## src/design/flappy_pkg.sv

```systemverilog
package flappy_pkg;

    typedef logic [11:0] coord_t;
    typedef logic [10:0] score_t;
    typedef logic [23:0] rgb_t;
    typedef logic [1:0]  game_mode_t;

    // code 11 falls back to background
    localparam game_mode_t MODE_MENU = 2'b00;
    localparam game_mode_t MODE_PLAY = 2'b01;
    localparam game_mode_t MODE_OVER = 2'b10;

    localparam int NUM_OBST = 3;

    // bird square
    localparam coord_t BIRD_X      = 12'd200;
    localparam coord_t BIRD_SIZE   = 12'd60;
    localparam coord_t BIRD_Y_IDLE = 12'd120;

    // obstacle columns
    localparam coord_t OBST_WIDTH  = 12'd100;
    localparam coord_t GAP_HALF    = 12'd100;
    localparam coord_t OBST_WRAP_X = 12'd1350;
    localparam coord_t OBST_X_INIT [NUM_OBST]   = '{12'd450, 12'd900, 12'd1350};
    localparam coord_t OBST_GAP_INIT [NUM_OBST] = '{12'd450, 12'd150, 12'd300};

    localparam coord_t V_DISP = 12'd768;

    // camera window in the top left corner
    localparam coord_t CAM_X0 = 12'd0;
    localparam coord_t CAM_Y0 = 12'd0;
    localparam coord_t CAM_W  = 12'd200;
    localparam coord_t CAM_H  = 12'd164;

    // collision inset on each side of a column
    localparam coord_t HIT_MARGIN = 12'd10;

    localparam logic [7:0] LFSR_SEED = 8'hA5;

    // gap centres indexed by {lfsr[2], lfsr[5], lfsr[6]}
    localparam coord_t GAP_TABLE [8] = '{
        12'd350, 12'd400, 12'd450, 12'd400,
        12'd600, 12'd200, 12'd250, 12'd300
    };

    localparam rgb_t COLOR_BIRD = 24'hFFFF00;
    localparam rgb_t COLOR_OBST [NUM_OBST] = '{24'hF0F8FF, 24'hF0FFF0, 24'hFFF5EE};
    localparam rgb_t COLOR_BG   = 24'h808080;

endpackage

```

## src/design/game_state_if.sv

```systemverilog
`timescale 1ns/10ps

// bird and obstacle positions updated once per game tick
interface game_state_if;

    flappy_pkg::coord_t bird_y;
    flappy_pkg::coord_t obst_x [flappy_pkg::NUM_OBST];
    // gap centre of each column
    flappy_pkg::coord_t obst_gap [flappy_pkg::NUM_OBST];

    modport engine (
        output bird_y,
        output obst_x,
        output obst_gap
    );

    modport decoder (
        input bird_y,
        input obst_x,
        input obst_gap
    );

endinterface

```

## src/design/pixel_hit_if.sv

```systemverilog
`timescale 1ns/10ps

// registered classification of one pixel
interface pixel_hit_if;

    flappy_pkg::game_mode_t             mode;
    logic                               cam_hit;
    logic                               bird_hit;
    logic [flappy_pkg::NUM_OBST-1:0]    obst_hit;
    // camera sample for the same pixel
    logic [7:0]                         grey;

    modport decoder (
        output mode,
        output cam_hit,
        output bird_hit,
        output obst_hit,
        output grey
    );

    modport composer (
        input mode,
        input cam_hit,
        input bird_hit,
        input obst_hit,
        input grey
    );

endinterface

```

## src/design/game_engine.sv

```systemverilog
`timescale 1ns/10ps

module game_engine #(
    parameter int TICK_DIV = 200000
) (
    input  logic                   clk,
    input  logic                   key1,
    input  logic                   key2,
    input  flappy_pkg::game_mode_t mode,
    game_state_if.engine           state,
    output flappy_pkg::score_t     score,
    output logic                   bird_dead
);

    localparam int CNT_W = (TICK_DIV > 1) ? $clog2(TICK_DIV) : 1;

    // bird edges used by the collision test
    localparam flappy_pkg::coord_t BIRD_RIGHT =
        flappy_pkg::BIRD_X + flappy_pkg::BIRD_SIZE - flappy_pkg::HIT_MARGIN;
    localparam flappy_pkg::coord_t COL_REACH =
        flappy_pkg::OBST_WIDTH - flappy_pkg::HIT_MARGIN;

    logic [CNT_W-1:0]                tick_cnt;
    logic                            tick;
    logic [7:0]                      lfsr;
    logic [2:0]                      gap_idx;
    logic [flappy_pkg::NUM_OBST-1:0] at_zero;
    logic [flappy_pkg::NUM_OBST-1:0] wrap_sel;
    logic [flappy_pkg::NUM_OBST-1:0] col_hit;
    logic                            crash;

    // game tick divider
    assign tick = (tick_cnt == CNT_W'(TICK_DIV - 1));

    always_ff @(posedge clk or negedge key1) begin
        if (!key1) begin
            tick_cnt <= '0;
        end else if (tick) begin
            tick_cnt <= '0;
        end else begin
            tick_cnt <= tick_cnt + 1'b1;
        end
    end

    // 8-bit gap picker stepped once per tick
    always_ff @(posedge clk or negedge key1) begin
        if (!key1) begin
            lfsr <= flappy_pkg::LFSR_SEED;
        end else if (tick) begin
            lfsr <= {lfsr[6] ^ lfsr[3], lfsr[5] ^ lfsr[7],
                     lfsr[4] ^ lfsr[5], lfsr[3] ^ lfsr[0],
                     lfsr[2] ^ lfsr[4], lfsr[1] ^ lfsr[5],
                     lfsr[0] ^ lfsr[4], lfsr[1] ^ lfsr[6]};
        end
    end

    assign gap_idx = {lfsr[2], lfsr[5], lfsr[6]};

    // climb while key2 is held low
    always_ff @(posedge clk or negedge key1) begin
        if (!key1) begin
            state.bird_y <= flappy_pkg::BIRD_Y_IDLE;
        end else if (tick) begin
            if (mode != flappy_pkg::MODE_PLAY) begin
                state.bird_y <= flappy_pkg::BIRD_Y_IDLE;
            end else if (!key2) begin
                state.bird_y <= state.bird_y - 1'b1;
            end else begin
                state.bird_y <= state.bird_y + 1'b1;
            end
        end
    end

    always_comb begin
        for (int i = 0; i < flappy_pkg::NUM_OBST; i++) begin
            at_zero[i] = (state.obst_x[i] == '0);
        end
    end

    // lowest index at the left edge wraps first
    assign wrap_sel = at_zero & ~(at_zero - 1'b1);

    // columns scroll in every mode
    // a wrap freezes the others for that tick
    always_ff @(posedge clk or negedge key1) begin
        if (!key1) begin
            for (int i = 0; i < flappy_pkg::NUM_OBST; i++) begin
                state.obst_x[i]   <= flappy_pkg::OBST_X_INIT[i];
                state.obst_gap[i] <= flappy_pkg::OBST_GAP_INIT[i];
            end
            score <= '0;
        end else if (tick) begin
            if (|at_zero) begin
                score <= score + 1'b1;
            end
            for (int i = 0; i < flappy_pkg::NUM_OBST; i++) begin
                if (wrap_sel[i]) begin
                    state.obst_x[i]   <= flappy_pkg::OBST_WRAP_X;
                    state.obst_gap[i] <= flappy_pkg::GAP_TABLE[gap_idx];
                end else if (!(|at_zero)) begin
                    state.obst_x[i] <= state.obst_x[i] - 1'b1;
                end
            end
        end
    end

    // column overlap outside the gap
    always_comb begin
        for (int i = 0; i < flappy_pkg::NUM_OBST; i++) begin
            col_hit[i] = (BIRD_RIGHT > state.obst_x[i])
                && (flappy_pkg::BIRD_X < state.obst_x[i] + COL_REACH)
                && !((state.bird_y > state.obst_gap[i] - flappy_pkg::GAP_HALF)
                     && (state.bird_y < state.obst_gap[i] + flappy_pkg::GAP_HALF
                                        - flappy_pkg::BIRD_SIZE));
        end
    end

    assign crash = (state.bird_y == 12'd1)
        || (state.bird_y == flappy_pkg::V_DISP)
        || (|col_hit);

    // sticky until key1
    always_ff @(posedge clk or negedge key1) begin
        if (!key1) begin
            bird_dead <= 1'b0;
        end else if (crash) begin
            bird_dead <= 1'b1;
        end
    end

endmodule

```

## src/design/pixel_decode.sv

```systemverilog
`timescale 1ns/10ps

module pixel_decode (
    input  logic                   clk,
    input  logic                   key1,
    input  flappy_pkg::coord_t     lcd_xpos,
    input  flappy_pkg::coord_t     lcd_ypos,
    input  logic [7:0]             bin_data,
    input  flappy_pkg::game_mode_t mode,
    game_state_if.decoder          state,
    pixel_hit_if.decoder           hit
);

    logic                            cam_now;
    logic                            bird_now;
    logic [flappy_pkg::NUM_OBST-1:0] obst_now;

    // base <= pos < base + size
    // the offset wraps when pos is below base
    function automatic logic in_span(
        input flappy_pkg::coord_t pos,
        input flappy_pkg::coord_t base,
        input flappy_pkg::coord_t size
    );
        flappy_pkg::coord_t offset;
        offset = pos - base;
        return offset < size;
    endfunction

    assign cam_now = in_span(lcd_xpos, flappy_pkg::CAM_X0, flappy_pkg::CAM_W)
        && in_span(lcd_ypos, flappy_pkg::CAM_Y0, flappy_pkg::CAM_H);

    assign bird_now = in_span(lcd_xpos, flappy_pkg::BIRD_X, flappy_pkg::BIRD_SIZE)
        && in_span(lcd_ypos, state.bird_y, flappy_pkg::BIRD_SIZE);

    // upper and lower column parts open on both x edges
    always_comb begin
        for (int i = 0; i < flappy_pkg::NUM_OBST; i++) begin
            obst_now[i] = (lcd_xpos > state.obst_x[i])
                && (lcd_xpos < state.obst_x[i] + flappy_pkg::OBST_WIDTH)
                && ((lcd_ypos <= state.obst_gap[i] - flappy_pkg::GAP_HALF)
                    || ((lcd_ypos >= state.obst_gap[i] + flappy_pkg::GAP_HALF)
                        && (lcd_ypos <= flappy_pkg::V_DISP)));
        end
    end

    always_ff @(posedge clk or negedge key1) begin
        if (!key1) begin
            hit.mode     <= flappy_pkg::MODE_MENU;
            hit.cam_hit  <= 1'b0;
            hit.bird_hit <= 1'b0;
            hit.obst_hit <= '0;
        end else begin
            hit.mode     <= mode;
            hit.cam_hit  <= cam_now;
            hit.bird_hit <= bird_now;
            hit.obst_hit <= obst_now;
        end
    end

    // grey sample stays aligned with its flags
    always_ff @(posedge clk) begin
        hit.grey <= bin_data;
    end

endmodule

```

## src/design/pixel_compose.sv

```systemverilog
`timescale 1ns/10ps

module pixel_compose (
    input  logic              clk,
    input  logic              key1,
    pixel_hit_if.composer     hit,
    output flappy_pkg::rgb_t  lcd_data
);

    flappy_pkg::rgb_t color;

    // lowest priority first so later assignments win
    always_comb begin
        color = flappy_pkg::COLOR_BG;
        if (hit.mode == flappy_pkg::MODE_PLAY) begin
            for (int i = flappy_pkg::NUM_OBST - 1; i >= 0; i--) begin
                if (hit.obst_hit[i]) begin
                    color = flappy_pkg::COLOR_OBST[i];
                end
            end
            if (hit.bird_hit) begin
                color = flappy_pkg::COLOR_BIRD;
            end
        end
        // camera window shows in every mode
        if (hit.cam_hit) begin
            color = {3{hit.grey}};
        end
    end

    always_ff @(posedge clk or negedge key1) begin
        if (!key1) begin
            lcd_data <= '0;
        end else begin
            lcd_data <= color;
        end
    end

endmodule

```

## src/design/flappy_display.sv

```systemverilog
`timescale 1ns/10ps

module flappy_display #(
    parameter int TICK_DIV = 200000
) (
    input  logic               clk,
    input  logic               key1,
    input  logic               key2,
    input  logic [1:0]         state_number,
    input  flappy_pkg::coord_t lcd_xpos,
    input  flappy_pkg::coord_t lcd_ypos,
    input  logic [7:0]         bin_data,
    output flappy_pkg::score_t score,
    output logic               bird_dead,
    output flappy_pkg::rgb_t   lcd_data
);

    game_state_if state_bus ();
    pixel_hit_if  hit_bus ();

    // game step once per tick
    game_engine #(
        .TICK_DIV (TICK_DIV)
    ) u_engine (
        .clk       (clk),
        .key1      (key1),
        .key2      (key2),
        .mode      (state_number),
        .state     (state_bus.engine),
        .score     (score),
        .bird_dead (bird_dead)
    );

    // pixel stage 1
    pixel_decode u_decode (
        .clk      (clk),
        .key1     (key1),
        .lcd_xpos (lcd_xpos),
        .lcd_ypos (lcd_ypos),
        .bin_data (bin_data),
        .mode     (state_number),
        .state    (state_bus.decoder),
        .hit      (hit_bus.decoder)
    );

    // pixel stage 2
    pixel_compose u_compose (
        .clk      (clk),
        .key1     (key1),
        .hit      (hit_bus.composer),
        .lcd_data (lcd_data)
    );

endmodule

```

## config.mk

```make
export PLATFORM = sky130hd
export DESIGN_NAME = flappy_display
export DESIGN_NICKNAME = d
export VERILOG_FILES = /design/src/design/flappy_pkg.sv /design/src/design/game_state_if.sv /design/src/design/pixel_hit_if.sv /design/src/design/game_engine.sv /design/src/design/pixel_decode.sv /design/src/design/pixel_compose.sv /design/src/design/flappy_display.sv
export SDC_FILE = /design/constraint.sdc
export NUM_CORES = 1
export LEC_CHECK = 0
export ABC_CLOCK_PERIOD_IN_PS = 4200
export BUFFER_PORTS_ARGS = -buffer_cell sky130_fd_sc_hd__buf_4
export CAP_MARGIN = 30
export CORE_MARGIN = 4
export CORE_UTILIZATION = 51
export CTS_BUF_LIST = sky130_fd_sc_hd__clkbuf_8
export DETAILED_ROUTE_END_ITERATION = 10
export PLACE_DENSITY = 0.67
export SLEW_MARGIN = 20
export SYNTH_ARGS = -nofsm -noshare
export SYNTH_HDL_FRONTEND = slang
export SYNTH_SLANG_ARGS = --single-unit
```

## constraint.sdc

```tcl
create_clock -name clk -period 4.2 [get_ports clk]
set_input_delay 0.21 -clock clk [delete_from_list [all_inputs] [get_ports clk]]
set_output_delay 0.21 -clock clk [all_outputs]
set_load 0.005 [all_outputs]
```

==> impl_metrics.toml <==
[run_status]
status = "finished clean"

[layout]
diodes = 0
drive_gt1_share_pct = 10.4
synthToLayoutAreaGrowth_pct = 9.25
fin_nets = 1938
fillCellCount = 2452

[global_route]
antenna_found_initial = 0
globalRoute.totalOverflow = 0
grt_pass1_wl_mm = 62.1
grt_pass1_vias = 11600
grt_max_degree = 82
grt_util_all_layers_pct = 25.6

[power_and_ir_drop]
ir_drop_mv = 0.220
power_uw = 3020
p_int_uw = 2210
pwr-share-clk_pct = 40.9
p_sw_uw = 814
p_per_area_nw_per_um2 = 200
p_leak_uw = 0.00686
power_frac_seq_pct = 48.1
switching_share_pct = 27.0
p_comb_share_pct = 11.0

[run]
cap_violations = 0

[sta]
post-route-min-period_ps = 3600
worst_pin_slew_ps = 912
slew_headroom_pct = 39.2
setup_tns_ps = 0
skew_ps = 14.2
timing.fmax_mhz = 277
setup_violations = 0
final.period_utilization_pct = 85.8
rsz0062_at_grt = "false"
finalHoldViolations = 0
drv_slew = 0

[placement]
dpl.hpwl_mm = 29.1
gp_congestion = 0.943
portBuffers = 72

[critical_path]
start_kind = "register"
crit_type = "reg -> reg"
rr_startpoint = "u_engine.state.obst_gap[14]"
ff2ff_path_depth = 13
required_ps = 4560
worstPathArrival_ps = 3970
end_kind = "register"
crit_path_max_fanout = 9
r2r_slack_ps = 600
r2r_end = "u_engine.bird_dead"

[min_path]
holdPathStages = 4
min_path_type = "in -> reg"
hold_start = "lcd_xpos[11]"
whs_endpoint = "u_decode.hit.cam_hit"

[floorplanning]
die_w_um = 173
num_rows = 60
ioPinCount = 73
die-area_um2 = 29800
die_h_um = 173
start_util_pct = 51.6
core_um2 = 26800

[drt]
dr_wl_met2_mm = 17.1
postRouteAntennaNets = 0
drc = 0
routed.top_layer = "met4"
wirelength_met1_mm = 17.7
drt_wl_total_mm = 38.3
firstDrtPassIters = 6
via_per_inst = 5.98
dr_wl_met3_mm = 2.59
vias = 12000
drt-initial-drc-count = 1269
post_drt_wl_per_cell_um = 19.0

[clocking]
insertion_delay_ps = 480
htreeDepth = 4
cts_buffers = 17
cts.path.max_buffers = 2
clock_sinks = 148
path_clk_slew_ps = 90
cts_setup_buffers = 0
root_buffer = "clkbuf_8"
tritoncts = "yes"

[synthesis]
synth_cell_type_count = 84
synth_area_um2 = 13800
ys_top_cells_by_count = "243 x ha_1, 167 x nand2_1, 133 x o21ai_0"
yosysWarnings = 0
ys_ff_latch = 148
postSynthCellCount = 1610
yosys-top-cells-area = "ha_1 22%, dfrtp_1 19%, xnor2_1 6.3%"
synth.top_cell.area_share_pct = 22.0
seq_area_frac_synth_pct = 26.8
synth_edf_count = 0
synth_flop_cell = "dfrtp_1"
avgSynthCellArea_um2 = 8.59
synth_nets = 1890
yosysTopAreaCell = "ha_1"
async_reset_ff_share_pct = 94.6
synth.most_common_cell = "ha_1"
[per-stage QoR]
| step | util (%) | hold slack [ps] | worst slack [ps] | instances | cell area, um^2 |
|---|---|---|---|---|---|
| global placement | 54.4 | 316 | 750 | 1969 | 14600 |
| CTS | 56.4 | 120 | 647 | 2012 | 15100 |
| detailed placement | 54.4 | 316 | 675 | 1969 | 14600 |
| finish | 56.4 | 142 | 596 | 2012 | 15100 |
| global route | 56.4 | 122 | 262 | 2012 | 15100 |
| floorplan | - | -85.6 | 1030 | 1610 | 13800 |
[power by group through the flow]
stage | Clock, uW | Sequential (uW) | Combinational [uW]
after floorplan | 0 | 1480 | 165
after global placement | 0 | 1480 | 311
after detailed placement | 0 | 1480 | 320
after CTS | 1260 | 1450 | 331
after global routing | 1320 | 1460 | 376
final | 1230 | 1450 | 332
[metal layers]
layer	GRT usage, %	vias up
met4	7.52	0
met5	0	-
met2	40.4	385
met3	4.44	67
met1	36.2	5661
li1	-	5925
[sequential cells by signal, indices dropped and copies added (netlist names)]
| signal | cells |
|---|---|
| u_decode.hit.grey | 8 |
| u_engine.tick_cnt | 18 |
| u_decode.hit.obst_hit | 3 |
| u_decode.hit.cam_hit | 1 |
| u_engine.state.bird_y | 12 |
| u_engine.bird_dead | 1 |
| u_decode.hit.bird_hit | 1 |
| u_engine.state.obst_gap | 27 |
| u_compose.lcd_data | 20 |
| u_engine.score | 11 |
| u_engine.state.obst_x | 36 |
| u_decode.hit.mode | 2 |
| u_engine.lfsr | 8 |
[what timing repair did]
action | CTS | global route
endpoints found under the hold margin | 70 | 0
resized for setup | 0 | 0
hold buffers | 11 | 0
[cells in the final DEF, fill, tap and decap left out, drive strengths merged, types with 14 or more instances in the layout]
master and n:
nor3 38, a21oi 82, dfstp 33, nand2 167, ha 243, nor2b 20
a21o 18, a211oi 17, clkbuf 19, nand3 55, dfrtp 107, xnor2 100
inv 90, o21a 14, and3 19, nor2 99, or3 18, o21ai 136
nand4 41, nand2b 19, xor2 39, buf 78
[cell type report]
| type | instances | area (um^2) | share of cell area, % |
|---|---|---|---|
| clock buffers | 19 | 262 | 1.73 |
| clock inverters | 13 | 170 | 1.13 |
| inverters | 86 | 323 | 2.14 |
| multi-input cells | 1316 | 9530 | 63.0 |
| flip-flops and latches | 148 | 3700 | 24.5 |
| well taps | 341 | 427 | 2.82 |
| repair buffers | 89 | 699 | 4.63 |
[critical path, stage by stage (launching register included)]
cell      delay [ps]
dfstp_2          640
ha_1             240
a21oi_1          100
xnor2_1          330
o21ai_0          220
nand3b_1         260
nor2_1           130
nand2_1           70
ha_1             320
a221oi_1         300
o311ai_0         170
a311oi_1         250
o31ai_1          120
a311o_1          340
[how the worst max path moves through the flow]
stage	startpoint	to
detailed placement	u_engine.state.obst_gap[14]	u_engine.bird_dead
global route	u_engine.state.obst_gap[14]	u_engine.bird_dead
CTS	u_engine.state.obst_gap[14]	u_engine.bird_dead
finish	u_engine.state.obst_gap[14]	u_engine.bird_dead
floorplan	u_engine.state.obst_gap[14]	u_engine.bird_dead
global placement	u_engine.state.obst_gap[14]	u_engine.bird_dead
[cell families (layout without fill, tap and decap cells)]
logic type               count (synthesis)  after routing  synth area share (%)
XOR/XNOR                               139            139                  8.80
AND/OR/NAND/NOR                        542            542                  19.8
multiplexers                             6              6                 0.461
flip-flops                             148            148                  26.8
adder cells (fa/ha/maj)                245            245                  22.1
AO/OA/AOI/OAI                          384            384                  17.7
buffers and inverters                  146            207                  4.34
Note: power is estimated with default switching activity, not from simulation.
